<file path="src/hdl/alu_datapath_config.svh">
`ifndef ALU_DATAPATH_CONFIG_SVH
`define ALU_DATAPATH_CONFIG_SVH

// width of the shared bus and both operand registers
`define DATA_W 8

// bus requesters, alu first then host
`define NUM_SRC 2

`endif

</file>
<file path="src/hdl/alu_datapath_pkg.sv">
`include "alu_datapath_config.svh"

package alu_datapath_pkg;

    typedef logic [`DATA_W-1:0] data_t;

    typedef enum logic [1:0] {
        ADD = 2'd0,
        SUB = 2'd1,
        AND = 2'd2,
        OR  = 2'd3
    } alu_op_t;

    // target of a host write
    typedef enum logic {
        DEST_A = 1'b0,
        DEST_B = 1'b1
    } dest_t;

    typedef struct packed {
        logic n;
        logic z;
        logic c;
        logic v;
    } flags_t;

    typedef struct packed {
        logic  valid;
        dest_t dest;
        data_t data;
    } host_req_t;

    // arith marks ADD or SUB, the only ops that own c and v
    typedef struct packed {
        logic  valid;
        data_t result;
        logic  carry;
        logic  overflow;
        logic  arith;
    } alu_req_t;

    // one transfer on the shared internal bus
    typedef struct packed {
        logic  valid;
        logic  from_alu;
        dest_t dest;
        data_t data;
        logic  carry;
        logic  overflow;
        logic  arith;
    } bus_xfer_t;

endpackage

</file>
<file path="src/hdl/bus_arbiter.sv">
`include "alu_datapath_config.svh"

module bus_arbiter import alu_datapath_pkg::*; (
    input  logic      clk,
    input  logic      rst,
    input  host_req_t host_req,
    input  alu_req_t  alu_req,
    output bus_xfer_t bus
);

    host_req_t           host_q;
    host_req_t           pend;
    host_req_t           pend_nxt;
    host_req_t           host_sel;
    bus_xfer_t           bus_nxt;
    logic [`NUM_SRC-1:0] req;
    logic [`NUM_SRC-1:0] gnt;

    // bit 0 is the alu, bit 1 the host side (pending slot or new strobe)
    assign req = {pend.valid | host_q.valid, alu_req.valid};

    // lowest set bit wins
    assign gnt = req & (~req + 1'b1);

    // a parked write goes ahead of a fresh one
    assign host_sel = pend.valid ? pend : host_q;

    always_comb begin
        bus_nxt  = '0;
        pend_nxt = pend;
        if (gnt[0]) begin
            bus_nxt.valid    = 1'b1;
            bus_nxt.from_alu = 1'b1;
            bus_nxt.dest     = DEST_A;
            bus_nxt.data     = alu_req.result;
            bus_nxt.carry    = alu_req.carry;
            bus_nxt.overflow = alu_req.overflow;
            bus_nxt.arith    = alu_req.arith;
            // losing host write parks, dropped if the slot is taken
            if (host_q.valid && !pend.valid) begin
                pend_nxt = host_q;
            end
        end else if (gnt[1]) begin
            bus_nxt.valid = 1'b1;
            bus_nxt.dest  = host_sel.dest;
            bus_nxt.data  = host_sel.data;
            if (pend.valid && host_q.valid) begin
                pend_nxt = host_q;
            end else begin
                pend_nxt.valid = 1'b0;
            end
        end
    end

    always_ff @(posedge clk) begin
        host_q <= host_req;
        pend   <= pend_nxt;
        bus    <= bus_nxt;
        if (rst) begin
            host_q.valid <= 1'b0;
            pend.valid   <= 1'b0;
            bus.valid    <= 1'b0;
        end
    end

endmodule

</file>
<file path="src/hdl/register_file.sv">
module register_file import alu_datapath_pkg::*; (
    input  logic      clk,
    input  logic      rst,
    input  bus_xfer_t bus,
    output data_t     reg_a,
    output data_t     reg_b
);

    logic wr_a;
    logic wr_b;

    // alu results always carry DEST_A, so one decode covers both sources
    assign wr_a = bus.valid && (bus.dest == DEST_A);
    assign wr_b = bus.valid && (bus.dest == DEST_B);

    always_ff @(posedge clk) begin
        if (rst) begin
            reg_a <= '0;
        end else if (wr_a) begin
            reg_a <= bus.data;
        end
    end

    always_ff @(posedge clk) begin
        if (rst) begin
            reg_b <= '0;
        end else if (wr_b) begin
            reg_b <= bus.data;
        end
    end

endmodule

</file>
<file path="src/hdl/alu.sv">
`include "alu_datapath_config.svh"

module alu import alu_datapath_pkg::*; (
    input  logic     clk,
    input  logic     rst,
    input  logic     alu_go,
    input  alu_op_t  alu_op,
    input  data_t    reg_a,
    input  data_t    reg_b,
    output alu_req_t alu_req
);

    logic             go_q;
    alu_op_t          op_q;
    data_t            a_q;
    data_t            b_q;
    logic             is_sub;
    data_t            b_eff;
    logic [`DATA_W:0] sum;
    alu_req_t         req_nxt;

    // operands frozen at the issue edge, so back-to-back ops stay independent
    always_ff @(posedge clk) begin
        op_q <= alu_op;
        a_q  <= reg_a;
        b_q  <= reg_b;
        if (rst) begin
            go_q <= 1'b0;
        end else begin
            go_q <= alu_go;
        end
    end

    // subtract as a plus not b plus one, carry out of 1 means no borrow
    assign is_sub = (op_q == SUB);
    assign b_eff  = is_sub ? ~b_q : b_q;
    assign sum    = {1'b0, a_q} + {1'b0, b_eff} + is_sub;

    always_comb begin
        req_nxt       = '0;
        req_nxt.valid = go_q;
        unique case (op_q)
            ADD, SUB: begin
                req_nxt.result   = sum[`DATA_W-1:0];
                req_nxt.carry    = sum[`DATA_W];
                // same-sign inputs, result sign flipped
                req_nxt.overflow = (a_q[`DATA_W-1] == b_eff[`DATA_W-1]) &&
                                   (sum[`DATA_W-1] != a_q[`DATA_W-1]);
                req_nxt.arith    = 1'b1;
            end
            AND: req_nxt.result = a_q & b_q;
            OR:  req_nxt.result = a_q | b_q;
        endcase
    end

    always_ff @(posedge clk) begin
        alu_req <= req_nxt;
        if (rst) begin
            alu_req.valid <= 1'b0;
        end
    end

endmodule

</file>
<file path="src/hdl/flags_reg.sv">
`include "alu_datapath_config.svh"

module flags_reg import alu_datapath_pkg::*; (
    input  logic      clk,
    input  logic      rst,
    input  bus_xfer_t bus,
    output flags_t    flags,
    output logic      result_done
);

    logic alu_xfer;

    // host loads pass over the bus without touching the flags
    assign alu_xfer = bus.valid && bus.from_alu;

    always_ff @(posedge clk) begin
        if (rst) begin
            flags       <= '0;
            result_done <= 1'b0;
        end else begin
            result_done <= alu_xfer;
            if (alu_xfer) begin
                // n and z always track the result byte
                flags.n <= bus.data[`DATA_W-1];
                flags.z <= (bus.data == '0);
                // logic ops leave c and v as the last arith op set them
                if (bus.arith) begin
                    flags.c <= bus.carry;
                    flags.v <= bus.overflow;
                end
            end
        end
    end

endmodule

</file>
<file path="src/hdl/alu_datapath.sv">
module alu_datapath import alu_datapath_pkg::*; (
    input  logic      clk,
    input  logic      rst,
    input  host_req_t host_req,
    input  logic      alu_go,
    input  alu_op_t   alu_op,
    output data_t     reg_a,
    output data_t     reg_b,
    output flags_t    flags,
    output logic      result_done
);

    alu_req_t  alu_req;
    bus_xfer_t bus;

    // single driver of the shared bus
    bus_arbiter bus_arbiter_i (
        .clk      (clk),
        .rst      (rst),
        .host_req (host_req),
        .alu_req  (alu_req),
        .bus      (bus)
    );

    register_file register_file_i (
        .clk   (clk),
        .rst   (rst),
        .bus   (bus),
        .reg_a (reg_a),
        .reg_b (reg_b)
    );

    // reads the live registers, result comes back through the arbiter
    alu alu_i (
        .clk     (clk),
        .rst     (rst),
        .alu_go  (alu_go),
        .alu_op  (alu_op),
        .reg_a   (reg_a),
        .reg_b   (reg_b),
        .alu_req (alu_req)
    );

    flags_reg flags_reg_i (
        .clk         (clk),
        .rst         (rst),
        .bus         (bus),
        .flags       (flags),
        .result_done (result_done)
    );

endmodule

</file>
<file path="config.mk">
export PLATFORM = sky130hd
export DESIGN_NAME = alu_datapath
export DESIGN_NICKNAME = d
export VERILOG_FILES = /design/src/hdl/alu_datapath_pkg.sv /design/src/hdl/bus_arbiter.sv /design/src/hdl/register_file.sv /design/src/hdl/alu.sv /design/src/hdl/flags_reg.sv /design/src/hdl/alu_datapath.sv
export VERILOG_INCLUDE_DIRS = /design/src /design/src/hdl
export SDC_FILE = /design/constraint.sdc
export NUM_CORES = 1
export LEC_CHECK = 0
export ABC_AREA = 1
export BUFFER_PORTS_ARGS = -buffer_cell sky130_fd_sc_hd__buf_2
export CORE_MARGIN = 2
export CORE_UTILIZATION = 25
export DETAILED_ROUTE_END_ITERATION = 8
export PLACE_DENSITY_LB_ADDON = 0.12
export SETUP_SLACK_MARGIN = 0.4
export SLEW_MARGIN = 15
export SYNTH_ARGS = -nofsm -noshare
export SYNTH_HDL_FRONTEND = slang
export SYNTH_SLANG_ARGS = --single-unit
</file>
<file path="constraint.sdc">
create_clock -name clk -period 3.1 [get_ports clk]
set_input_delay 0 -clock clk [delete_from_list [all_inputs] [get_ports clk]]
set_output_delay 0 -clock clk [all_outputs]
set_load 0.03 [all_outputs]
</file>
==> impl_summary.md, run 1 <==
Run status
The run finished with clean final reports.

Clocking
The tree built by TritonCTS fans out to 86 sinks. The clock passes through at most 2 buffers. The TritonCTS clock tree is done.

The number of hold buffers added after CTS was 16. Counting the buffers created by CTS gives 9. The number of buffers inserted by post-CTS setup repair is 0. The later pin in the worst-skew pair is clocked with a latency of 0.34 ns. The number of resized instances in the post-cts repair step is 0. In this run the number of H-tree levels came out at 3.

The root buffer cell is sky130_fd_sc_hd__clkbuf_16. Clock-pin slew was measured on the worst setup and hold paths at 0.06 ns.

Layout
Leaving out filler cells and counting taps, the final layout contains 566. The share of cells above drive strength 1 is 17.34%. The fill cell instance count of the final layout is 1,273. The repair_antennas step left the layout with diodes totalling 0. At the end of the flow, the number of nets in the layout was 418.

Cells fill 32.93% of the core in the end. The number of flip-flops under the largest register name is 14. The largest registers in the layout are bus_arbiter_i.bus: 14 flops, alu_i.alu_req: 12 flops.

The relative area change from synthesis to final layout is 28.14%. With fillers left out, the area of the finished cells amounts to 3971 um^2. The register with the most flip-flops in the final layout is bus_arbiter_i.bus.

Route
The first detailed-routing pass took 4 iterations. The detailed-route vias per instance is 4.064. After detailed routing, the average wire length per cell comes to 12.13 um. In this run, the number of DRC markers left after iteration 0 of detailed routing was 105. For this run, design rule violations remaining after detail routing come to 0. The final wirelength is 6868 um.

The final antenna-violating net count is 0. The routed layout has 2,300 vias.

Logic synthesis
The gate count after technology mapping is 335. The number of different library cells used by synthesis comes to 30. The total nets after synthesis is 360.

The post-synth design cell area is 3099 um^2. Of all cell types, the one taking the most synthesized area is sky130_fd_sc_hd__dfxtp_1. Among all flip-flop cells after synthesis, the most frequent one is sky130_fd_sc_hd__dfxtp_1. After synthesis, the cell types taking the most area are sky130_fd_sc_hd__dfxtp_1 (50%), sky130_fd_sc_hd__edfxtp_1 (8.7%), sky130_fd_sc_hd__nand2_1 (6.8%), sky130_fd_sc_hd__nor2_1 (6.7%), sky130_fd_sc_hd__ha_1 (3.6%). The share of the synthesized area in the top cell type is 49.74%. The synthesized flop and latch total is 86.

Of all flip-flops after synthesis, the portion carrying an async set or reset was 0%. A synthesized cell averages 9.251 um^2. The synthesis warning total is 0. The register area share after synthesis is 58.46%. The number of flops mapped to enable cells by yosys is 9.

Global routing
The global-route wire length before repair is 11,520 um. The number of antenna violations at the first check in global routing is 0. The total routing usage reported by global routing is 11.65%.

The largest net degree at the start of global routing is 19. The number of global-route vias before repair came to 2,302. Global routing finished with a remaining overflow of 0.

STA
The slew at the pin closest to its max-slew limit is 0.7217 ns. The final number of max-transition violations was 0. Timing would allow up to 0.4773 GHz.

Setup violations remaining at the end of the flow were counted as 0. The final period demand of the worst path is 2.095 ns. The final critical path takes up 67.58% of the cycle. Setup repair after global routing left no endpoint under its margin. The count of endpoints failing hold in the final timing report is 0. The aggregate negative setup slack is 0 ns. The worst clock skew is 0.007432 ns. The headroom to the max-slew limit is 51.71%.

Worst setup path
The reg-to-reg setup timing slack is 1.00 ns. The largest stage delay on the critical path is 0.47 ns. Traced cell by cell, the critical path runs through inv_4 > nand2_8 > nand2_4 > and2_4 > fa_1 > nand3_1 > nand3_1 > o21ai_0 > o211ai_1.

The most prevalent standard cell on the critical path is sky130_fd_sc_hd__nand3_1. The startpoint of the worst register-to-register path is alu_i.op_q[1]. STA classifies the critical path endpoint as a register.

The worst setup path is launched from a register. Counting cells, the worst reg-to-reg path comes to 9. The critical path's slowest cell is sky130_fd_sc_hd__dfxtp_1. The signal arrival time at the worst endpoint is 2.27 ns.

The type of the setup path with the least slack is register to register. The worst register-to-register path ends at alu_i.alu_req[7]. Along the worst path, the maximum fanout reaches 9. The required time of the critical path is 3.27 ns.

Power and ir drop
After layout, the design draws a total of 2595 uW. The worst IR drop on VDD is 0.3118 mV. The standby leakage power is 0.001756 uW. Power spread over the standard cell area amounts to 653.5 nW/um^2.

Floorplan
The number of rows in the core area is 40. The die covers 13,300 um^2. For this configuration, the core starts out at a cell density of 25.70%.

36 I/O pins were placed. The die is 115.3 um wide. The core region area is 12,060 um^2. The floorplan step set the die height to 115.3 um.

Min path
The number of stages on the worst hold path is 2. The worst min-delay path startpoint is host_req[8]. The worst hold path terminates at bus_arbiter_i.host_q[8]. In this run the worst hold path is classified as input port to register.

Job
Across the run, the number of max-cap violations was 0.

Placement
The count of buffers added on input and output ports is 35. The cell total after placement is 534. The placed instances occupy a cell area of 3472 um^2.

The global placement routability congestion is 0.8044. The HPWL after detailed placement is 5065 um.
==> where the power goes <==
part	switching, uW	leakage, uW	total, uW	internal, uW
Sequential	40.7	0.000714	1220	1180
Combinational	117	0.000880	196	78.3
Clock	434	0.000162	1180	746
Total	592	0.00176	2600	2000
==> area by class of cell <==
type,count,area [um^2],share of cell area [%]
flip-flops and latches,86,1812,45.62
clock buffers,13,292.8,7.372
multi-input cells,216,1160,29.21
repair buffers,52,342.8,8.633
inverters,28,107.6,2.710
clock inverters,3,46.29,1.166
well taps,168,210.2,5.293
==> worst max-delay path by stage <==
stage                             start           endpoint  slack, ns  cells past startpoint
after floorplan           alu_i.op_q[1]  alu_i.alu_req[10]       1.29                      9
after global placement    alu_i.op_q[1]   alu_i.alu_req[7]       1.03                     10
after detailed placement  alu_i.op_q[1]  alu_i.alu_req[10]       1.05                      9
after CTS                 alu_i.op_q[1]   alu_i.alu_req[7]       1.01                      9
after global routing      alu_i.op_q[1]  alu_i.alu_req[10]       0.83                      9
final                     alu_i.op_q[1]   alu_i.alu_req[7]       1.00                      9
==> synth_stat cells (2+ instances only) <==
master,number
sky130_fd_sc_hd__nor4_1,2
sky130_fd_sc_hd__a21oi_1,11
sky130_fd_sc_hd__edfxtp_1,9
sky130_fd_sc_hd__or2_2,8
sky130_fd_sc_hd__ha_1,9
sky130_fd_sc_hd__xnor2_1,7
sky130_fd_sc_hd__clkbuf_1,4
sky130_fd_sc_hd__nand3_1,13
sky130_fd_sc_hd__dfxtp_1,77
sky130_fd_sc_hd__o21ai_0,21
sky130_fd_sc_hd__a31oi_1,6
sky130_fd_sc_hd__nor2_1,55
sky130_fd_sc_hd__inv_1,27
sky130_fd_sc_hd__nand2_1,56
sky130_fd_sc_hd__nand4_1,2
sky130_fd_sc_hd__nand2_4,2
sky130_fd_sc_hd__a21oi_2,2
sky130_fd_sc_hd__o211ai_1,11
sky130_fd_sc_hd__nand2_2,2
==> cells by family (layout without fill, tap and decap cells) <==
group | Yosys count | count (layout) | synth area share, %
AOI/OAI and AO/OA | 55 | 55 | 10.54
xor gates and xnor gates | 8 | 8 | 2.261
adders and majority gates | 10 | 10 | 4.279
buffers and inverters | 33 | 96 | 4.118
DFF | 86 | 86 | 58.46
and+or+nand+nor | 143 | 143 | 20.35
==> worst max-delay path: cells and delay by family (launching register included) <==
kind | cells | cell delay, ns
AND/OR/NAND/NOR | 5 | 0.55
adder cells (fa/ha/maj) | 1 | 0.42
flip-flops | 1 | 0.47
buffers and inverters | 1 | 0.13
AO/OA/AOI/OAI | 2 | 0.35
==> routing by layer <==
layer / routed length, um / vias to the layer above / global-route usage (%)
li1: - / 1215 / -
met1: 3299 / 1028 / 14.15
met2: 3085 / 41 / 18.28
met3: 239 / 16 / 2.794
met4: 244 / 0 / 7.871
met5: 0 / - / 0
==> cells in the final DEF, fill, tap and decap left out, drive strengths merged <==
| cell | synthesis | final |
|---|---|---|
| dlygate4sd3 | 0 | 16 |
| xor2 | 1 | 1 |
| xnor2 | 7 | 7 |
| o211ai | 11 | 11 |
| o221ai | 1 | 1 |
| o21bai | 1 | 1 |
| clkinvlp | 0 | 1 |
| bufinv | 0 | 1 |
| a21oi | 13 | 13 |
| nand2 | 61 | 61 |
| nand3 | 14 | 14 |
| edfxtp | 9 | 9 |
| or2 | 8 | 8 |
| a31oi | 6 | 6 |
| clkinv | 0 | 1 |
| and2 | 1 | 1 |
| buf | 1 | 36 |
| inv | 28 | 28 |
| nor2 | 55 | 55 |
| nor4 | 2 | 2 |
| fa | 1 | 1 |
| a21boi | 1 | 1 |
| ha | 9 | 9 |
| o21ai | 22 | 22 |
| nand4 | 2 | 2 |
| clkbuf | 4 | 13 |
| dfxtp | 77 | 77 |
==> metrics by stage <==
step | worst slack, ns | hold WS [ns]
global placement | 1.033 | 0.1020
floorplan | 1.291 | 0.02772
detailed placement | 1.052 | 0.1036
CTS | 1.012 | 0.2745
global route | 0.8293 | 0.2819
finish | 1.005 | 0.2896
Power figures use the tool's default switching activity.
==> run 2, diff against run 1 <==
- ABC_AREA: 1 -> 0
- clock period: 3.1 -> 2.1 ns (I/O delays scaled with it)
==> run 2 against run 1 <==
Area after synthesis shrank 2.1%. Final cell count shrank 11%. Non-clock buffer count grew 12. Count of clock-buffer cells in the layout shrank 3. First-iteration DRC count shrank 29%. Power grew 39%. Clock power grew 41%. Critical endpoint is now alu_i.alu_req[8]. Largest cell class unchanged.
==> impl_summary.md, run 2 <==
Run status
The flow ran to the end, and the final reports show no timing, DRC or antenna violations.

Worst setup path
The signal arrival time at the worst endpoint is 2.16 ns. The critical path in this run is classified as register to register. Measured in cells, the most critical reg-to-reg path has a length of 8. The destination of the worst register-to-register timing path is alu_i.alu_req[8]. The required time of the critical path is 2.33 ns. In this run the critical register-to-register path is launched from alu_i.op_q[1]. The slowest stage of the critical path belongs to the cell sky130_fd_sc_hd__or4b_1. Broken down by cell family, the worst path's largest delay share belongs to simple AND/OR/NAND/NOR gates.

The worst setup path is launched from a register. The total buffers and inverters traversed by the critical path is 1. The worst setup path is captured at a register.

In this run the worst path has a maximum fanout of 5. Setup slack on the worst reg-to-reg path comes out at 0.17 ns. The signal on the critical path passes through inv_8 > nand2_8 > xnor2_2 > ha_1 > o21a_1 > o22ai_2 > or4b_1 > and3_1. For this run, the slowest stage of the critical path takes 0.50 ns.

Floorplan
The effective utilization at floorplan is 25.47%. The initialized floorplan defines 40 standard-cell rows. The die span in x is 114.2 um.

The die outline height is 114.2 um. The core region is 11,910 um^2. In this run the count of I/O pins placed on the die edge is 36. The die area is 13,030 um^2.

Logic synthesis
Synthesis inferred 86 register bits. The mean area per synthesized cell is 10.50 um^2. Summed over its instances, the top area cell type makes up 50.80% of the synthesized netlist area.

The main combinational cell family by area after synthesis is simple AND/OR/NAND/NOR gates. The simple-gate area share of the yosys netlist is 14.06%. The leading area contributor after synthesis is sky130_fd_sc_hd__dfxtp_1.

The cell with the most instances after synthesis is sky130_fd_sc_hd__dfxtp_1. Sequential cells were found to cover 59.71% of the synthesized design area. Synthesis handed over a netlist of 289 instances.

The prevailing post-synth register cell is sky130_fd_sc_hd__dfxtp_1. The area fraction in compound gates after synthesis is 12.45%. Sorting the synthesized cells by how often they occur yields sky130_fd_sc_hd__dfxtp_1 (77), sky130_fd_sc_hd__nand2_1 (48), sky130_fd_sc_hd__a21oi_1 (22). The post-synth design cell area is 3034 um^2. Summing the areas of all fa, ha and maj instances in the mapped netlist gives 6.680% of the synthesized area.

The total nets after synthesis is 314. Yosys mapped the design onto 41 distinct sky130hd cell types. The synthesized design contains 9 enable-type register cells. The multiplexer share of the synthesized area is 1.732%. The xor-xnor portion of the synthesized cell area is 2.887%.

Yosys printed 0 warnings. By area the synthesized netlist is led by sky130_fd_sc_hd__dfxtp_1 (51%), sky130_fd_sc_hd__edfxtp_1 (8.9%), sky130_fd_sc_hd__nand2_1 (5.9%), sky130_fd_sc_hd__ha_1 (3.7%), sky130_fd_sc_hd__a21oi_1 (3.6%). The fraction of registers with async set or reset after synthesis is 0%.

Clocking
Clock-pin slew was measured on the worst setup and hold paths at 0.06 ns. The insertion delay to the later sink of the worst-skew pair is 0.34 ns. TritonCTS built the clock tree. The root buffer cell is sky130_fd_sc_hd__clkbuf_16. Buffers inserted during clock tree synthesis total 9. Clock tree synthesis found a total of 86 sinks. The number of H-tree branching levels is 3. The clock passes through at most 2 buffers.

STA
In this run the tightest slew margin relative to its limit is 62.19%. Static timing analysis puts the maximum clock frequency at 0.5173 GHz. The count of endpoints failing hold in the final timing report came to 0.

Of the available clock period, the critical path in the final layout requires 92.05%. The final number of max-transition violations is 0. The final period demand of the worst path is 1.933 ns. The aggregate negative setup slack is 0 ns. Setup violations remaining at the end of the flow were counted as 0. The worst clock skew is 0.005015 ns. The slew at the pin closest to its max-slew limit is 0.5660 ns. Setup repair after global routing could not meet its margin everywhere.

Layout
The net total in the final layout is 375. The finished layout holds 502 standard cells, fillers aside. Leaving out fill and tap cells, the most frequent cells in the layout are sky130_fd_sc_hd__dfxtp_1 (74), sky130_fd_sc_hd__nand2_1 (47), sky130_fd_sc_hd__buf_2 (35).

In the final layout, the registers with the most flip-flops are bus_arbiter_i.bus: 14 flops, alu_i.alu_req: 12 flops. The relative area change from synthesis to final layout is 31.09%. The most common library cell in the layout ignoring fill and taps is sky130_fd_sc_hd__dfxtp_1. The number of flip-flops under the largest register name is 14.

Ranked by flip-flop count, first place goes to bus_arbiter_i.bus. The repair_antennas step left the layout with diodes totalling 0. Cells with a size suffix above 1 make up 23.66% of the layout.

Placement
Detailed placement ended at an HPWL of 5207 um. At the end of routability-driven placement, the weighted congestion stood at 0.7375. Counting tap cells, the placed design contains a total of 470 instances. During placement, the flow inserted port buffers numbering 35.

Route
Before antenna repair, the detailed router went through 5 iterations. Using the TritonRoute via totals, the vias-per-cell ratio works out to 4.289. The violation count after the first detailed-route iteration is 75.

The total number of vias is 2,153. The post-detailed-route wirelength per cell is 14.12 um. The DRC violation count after routing is 0. In this run the remaining antenna-violating nets after routing total 0. The final wirelength is 7089 um.

Power and ir drop
Summed over all nets, the switching power comes to 825.4 uW. The worst IR drop on VDD is 0.5727 mV. The part of the total power dissipated in sequential elements is 48.4%. Per report_power, the clock group accounts for 45.9% of the total. The part of the total power dissipated in combinational logic is 5.8%. The internal power is 2785 uW.

In this run the static leakage power is 0.001613 uW. The total power per unit cell area is 907.7 nW/um^2. Of the total power, the share spent switching nets is 22.86%.

Global routing
The global-route wire length before repair is 11,560 um. Global routing used 11.86% of the available tracks. The number of global-route vias before repair is 2,210.

The number of antenna violations at the first check in global routing is 0. The largest net degree at the start of global routing is 27. The overflow left after global routing is 0.

Min path
The worst min-delay path startpoint is rst. The number of stages on the worst hold path is 2. The endpoint of the worst hold-timing path is alu_i.alu_req[11].

The tightest min-delay check is of the input port to register type.

Job
The max-capacitance violation count is 0.
[run 2: changes by cell type in the layout (fill, tap and decap cells not counted), moves of 9 or more]
cell and change:
sky130_fd_sc_hd__a21oi_1 +10, sky130_fd_sc_hd__buf_4 +15, sky130_fd_sc_hd__inv_1 -24, sky130_fd_sc_hd__nand2_1 -9, sky130_fd_sc_hd__nor2_1 -44, sky130_fd_sc_hd__o211ai_1 -10, sky130_fd_sc_hd__o21ai_0 -11
[run 2: final cells by class]
class	instances	area, um^2
timing repair buffer	64	425.4
fill	1253	7934
sequential	86	1821
multi-input combinational	185	1210
clock inverter	6	76.32
tap	147	183.9
inverter	4	22.52
clock buffer	10	239.0
[run 2: logic make-up (layout without fill, tap and decap cells)]
group	after synthesis	after routing
XOR/XNOR	10	10
AO/OA/AOI/OAI	61	61
buffers and inverters	18	84
flip-flops	86	86
adder cells (fa/ha/maj)	17	17
AND/OR/NAND/NOR	92	92
multiplexers	5	5
[run 2: per-stage QoR]
| step | power (uW) | area (um^2) | worst slack [ns] | util [%] | hold slack [ns] |
|---|---|---|---|---|---|
| after floorplan | 1895 | 3075 | 0.07963 | - | 0.02772 |
| after detailed placement | 1967 | 3462 | 0.01696 | 29.07 | 0.1036 |
| after global routing | 3779 | 3978 | 0.07355 | 33.39 | 0.1405 |
| final | 3611 | 3978 | 0.1669 | 33.39 | 0.1153 |
| after CTS | 3675 | 3961 | 0.1600 | 33.26 | 0.1016 |
| after global placement | 1969 | 3462 | 0.07522 | 29.07 | 0.1025 |
[run 2: worst max path at each step]
stage / startpoint / end / slack [ns] / cells past startpoint
after floorplan: alu_i.op_q[1] / alu_i.alu_req[8] / 0.08 / 9
after global placement: alu_i.op_q[1] / alu_i.alu_req[8] / 0.08 / 8
after detailed placement: alu_i.op_q[1] / alu_i.alu_req[8] / 0.02 / 8
after CTS: alu_i.op_q[1] / alu_i.alu_req[8] / 0.16 / 8
after global routing: alu_i.op_q[1] / alu_i.alu_req[2] / 0.07 / 9
final: alu_i.op_q[1] / alu_i.alu_req[8] / 0.17 / 8
[run 2: routing by layer]
metal,vias to the layer above,wire (um),GRT usage (%)
li1,1124,-,-
met1,992,3452,15.12
met2,30,3345,18.89
met3,7,193,4.182
met4,0,97,3.659
met5,-,0,0
[run 2: worst register-to-register path: cells and delay by family, from the launching register on]
kind            cells  cell delay, ns
buf+inv             1            0.06
flops               1            0.37
fa+ha+maj           1            0.30
compound gates      2            0.24
simple gates        3            0.72
xor+xnor            1            0.14
[run 2: power by group through the flow]
stage	sequential [uW]	combinational, uW	clock [uW]
floorplan	1770	121	0
global placement	1790	183	0
detailed placement	1790	182	0
CTS	1750	210	1720
global route	1750	234	1790
finish	1750	208	1660
[run 2: timing repair]
item,in CTS,in global routing
endpoints found under the hold margin,13,0
pin swaps,3,1
setup endpoints to repair,8,8
setup buffers,3,0
gates resized for setup,8,4
hold buffers,13,0
==> run 3, diff against run 2 <==
- PLACE_DENSITY: unset -> 0.39
- PLACE_DENSITY_LB_ADDON: 0.12 -> unset
==> run 3 against run 2 <==
Core utilization is 0.22 points lower. First-iteration DRC count rose by 9.3%. Count of clock-buffer cells in the layout did not move. Via count grew 0.98%. Largest cell class unchanged.
==> impl_summary.md, run 3 (synthesized netlist as in run 2, its figures left out) <==
Layout
The number of antenna cells inserted is 0. bus_arbiter_i.bus holds more flip-flops than any other register. The fill cell instance count of the final layout is 1,240. In the final layout, the registers with the most flip-flops are bus_arbiter_i.bus: 14 flops, alu_i.alu_req: 12 flops. In the layout the commonest cells are sky130_fd_sc_hd__dfxtp_1 (74), sky130_fd_sc_hd__nand2_1 (47), sky130_fd_sc_hd__buf_2 (35).

The fraction of the core area covered by cells at the end of the flow is 33.17%. The number of flip-flops under the largest register name is 14. The net total in the final layout is 375. Of the cells placed in the final design, the portion with a size suffix greater than 1 is 23.66%. For this run, the number of standard cells in the final layout without fillers is 502.

The library cell used most frequently in the layout, excluding fill and tap cells, is sky130_fd_sc_hd__dfxtp_1. The relative area change from synthesis to final layout is 30.23%.

Placement
The placed wire-length estimate after detailed placement is 5120 um. The number of buffers added on ports is 35. The worst setup timing slack at the placement stage is 0.009965 ns. Including well taps, the total number of placed cells is 470. The global placement routability congestion is 0.7562.

Clocking
The longest clock path from root to sink contains 2 buffers. After clock tree synthesis, the clock-pin slew on the worst setup and hold paths is 0.06 ns. The number of H-tree branching levels is 3. At the later pin of the worst-skew pair, clock insertion delay measures 0.33 ns. The clock net in this run drives a total of 86 sinks.

The tree is rooted in a sky130_fd_sc_hd__clkbuf_16. TritonCTS built the clock tree. Clock tree synthesis inserted a total of 9 buffers.

Worst setup path
The worst setup path is captured at a register. The total buffers and inverters traversed by the critical path is 2. The maximum fanout along the worst path is 5. Traced cell by cell, the critical path runs through inv_8 > nand2_8 > xnor2_1 > ha_1 > buf_4 > a21oi_4 > o21ai_2 > o31a_1 > o31a_1. The type of the setup path with the least slack is register to register. The kind of launch point of the worst setup path is a register. The critical path's slowest cell is sky130_fd_sc_hd__dfxtp_4. The most prevalent standard cell on the critical path is sky130_fd_sc_hd__o31a_1. STA puts the critical path data arrival time at 2.18 ns.

Data on the critical path is required at its endpoint by 2.33 ns. For this run, the slowest stage of the critical path takes 0.38 ns. The cell family contributing the most delay on the critical path is compound AO/OA/AOI/OAI gates.

STA
The final hold slack is 0.1095 ns. The routed design could run at a clock period as short as 1.957 ns. Setup total negative slack on the finished layout was measured at 0 ns. The total of endpoints with negative setup slack in the final report is 0. The final number of max-transition violations is 0. After layout, the worst path uses 93.17% of the clock period.

At the pin with the least slew margin, the transition time is 0.5438 ns. Headroom to the max-slew limit came out at 63.67%. The least setup slack across all paths after layout is 0.1434 ns. The count of endpoints failing hold in the final timing report is 0. The highest achievable clock rate is 0.5111 GHz. Setup repair after global routing could not meet its margin everywhere. The worst clock skew is 0.007781 ns.

Floorplan
The die is 114.2 um tall. The effective utilization at floorplan is 25.47%. The die span in x is 114.2 um.

In this run the core area contains 40 standard-cell rows. 36 I/O pins were placed. The total area inside the core boundary comes to 11,910 um^2. The die area is 13,030 um^2.

Global routing
The number of antenna violations at the first check in global routing is 0. Global routing consumed, over all layers together, 11.74% of the routing resources. Entering global routing, the biggest net connects 27 pins. The number of global-route vias before repair came to 2,127. The first global-routing pass estimated 11,490 um of wire.

The overflow left after global routing is 0.

Power and ir drop
In this run the static leakage power is 0.001592 uW. Across the VDD grid, the largest voltage drop is 0.4847 mV. In this run the power density over the cells is 866.3 nW/um^2.

Route
For this block, the routed nets add up to 6997 um of wire. The detailed-route vias per instance is 4.331. Before antenna repair, the detailed router went through 5 iterations. The total number of vias is 2,174.

The final antenna-violating net count is 0. For this run, design rule violations remaining after detail routing come to 0. The first routing iteration left 82 violations. After detailed routing, the average wire length per cell comes to 13.94 um.

Min path
The tightest min-delay check is of the input port to register type.

Run status
The run finished with clean final reports.

Job
Across the run, the number of max-cap violations was 0.
## run 3: layout make-up
| type | instances | area (um^2) | area share [%] |
|---|---|---|---|
| flip-flops and latches | 86 | 1818 | 46.01 |
| inverters | 4 | 22.52 | 0.5700 |
| repair buffers | 64 | 425.4 | 10.77 |
| multi-input cells | 185 | 1230 | 31.13 |
| clock inverters | 6 | 42.54 | 1.077 |
| clock buffers | 10 | 229.0 | 5.795 |
| well taps | 147 | 183.9 | 4.655 |
## run 3: power breakdown
group	total (uW)	internal, uW	switching [uW]
Combinational	211	101	110
Sequential	1750	1710	38.8
Clock	1460	811	654
Total	3420	2620	802
## run 3: path summary, 6_finish.rpt
check                           start                   end  slack, ns  depth (start not counted)
max                     alu_i.op_q[1]      alu_i.alu_req[2]       0.14                          9
max reg2reg             alu_i.op_q[1]      alu_i.alu_req[2]       0.14                          9
min reg2reg  register_file_i.reg_b[2]          alu_i.b_q[2]       0.37                          0
min                               rst  flags_reg_i.flags[1]       0.11                          2
## run 3: worst reg2reg max path: stages, from the launching register on
cell                      delay [ns]
sky130_fd_sc_hd__dfxtp_4        0.38
sky130_fd_sc_hd__inv_8          0.07
sky130_fd_sc_hd__nand2_8        0.06
sky130_fd_sc_hd__xnor2_1        0.13
sky130_fd_sc_hd__ha_1           0.32
sky130_fd_sc_hd__buf_4          0.16
sky130_fd_sc_hd__a21oi_4        0.16
sky130_fd_sc_hd__o21ai_2        0.08
sky130_fd_sc_hd__o31a_1         0.26
sky130_fd_sc_hd__o31a_1         0.23
## run 3: metal layers
layer  part of all wire (%)  GRT usage [%]  up-vias  routed length [um]
li1                       -              -     1137                   -
met1                     48          14.71      995                3325
met2                     47          19.05       32                3316
met3                    3.7          3.759       10                 258
met4                    1.4          4.146        0                  95
met5                      0              0        -                   0
## run 3: stage by stage
step                cell area (um^2)  power [uW]
CTS                             3934        3466
detailed placement              3462        1966
floorplan                       3075        1895
global placement                3462        1968
finish                          3951        3423
global route                    3951        3583
## run 3: timing repair
action                                 CTS  global route
pin swaps                                7             1
setup endpoints to repair                9             7
setup buffers                            2             1
gates resized for setup                 11             2
endpoints found under the hold margin   13             0
hold buffers                            13             0
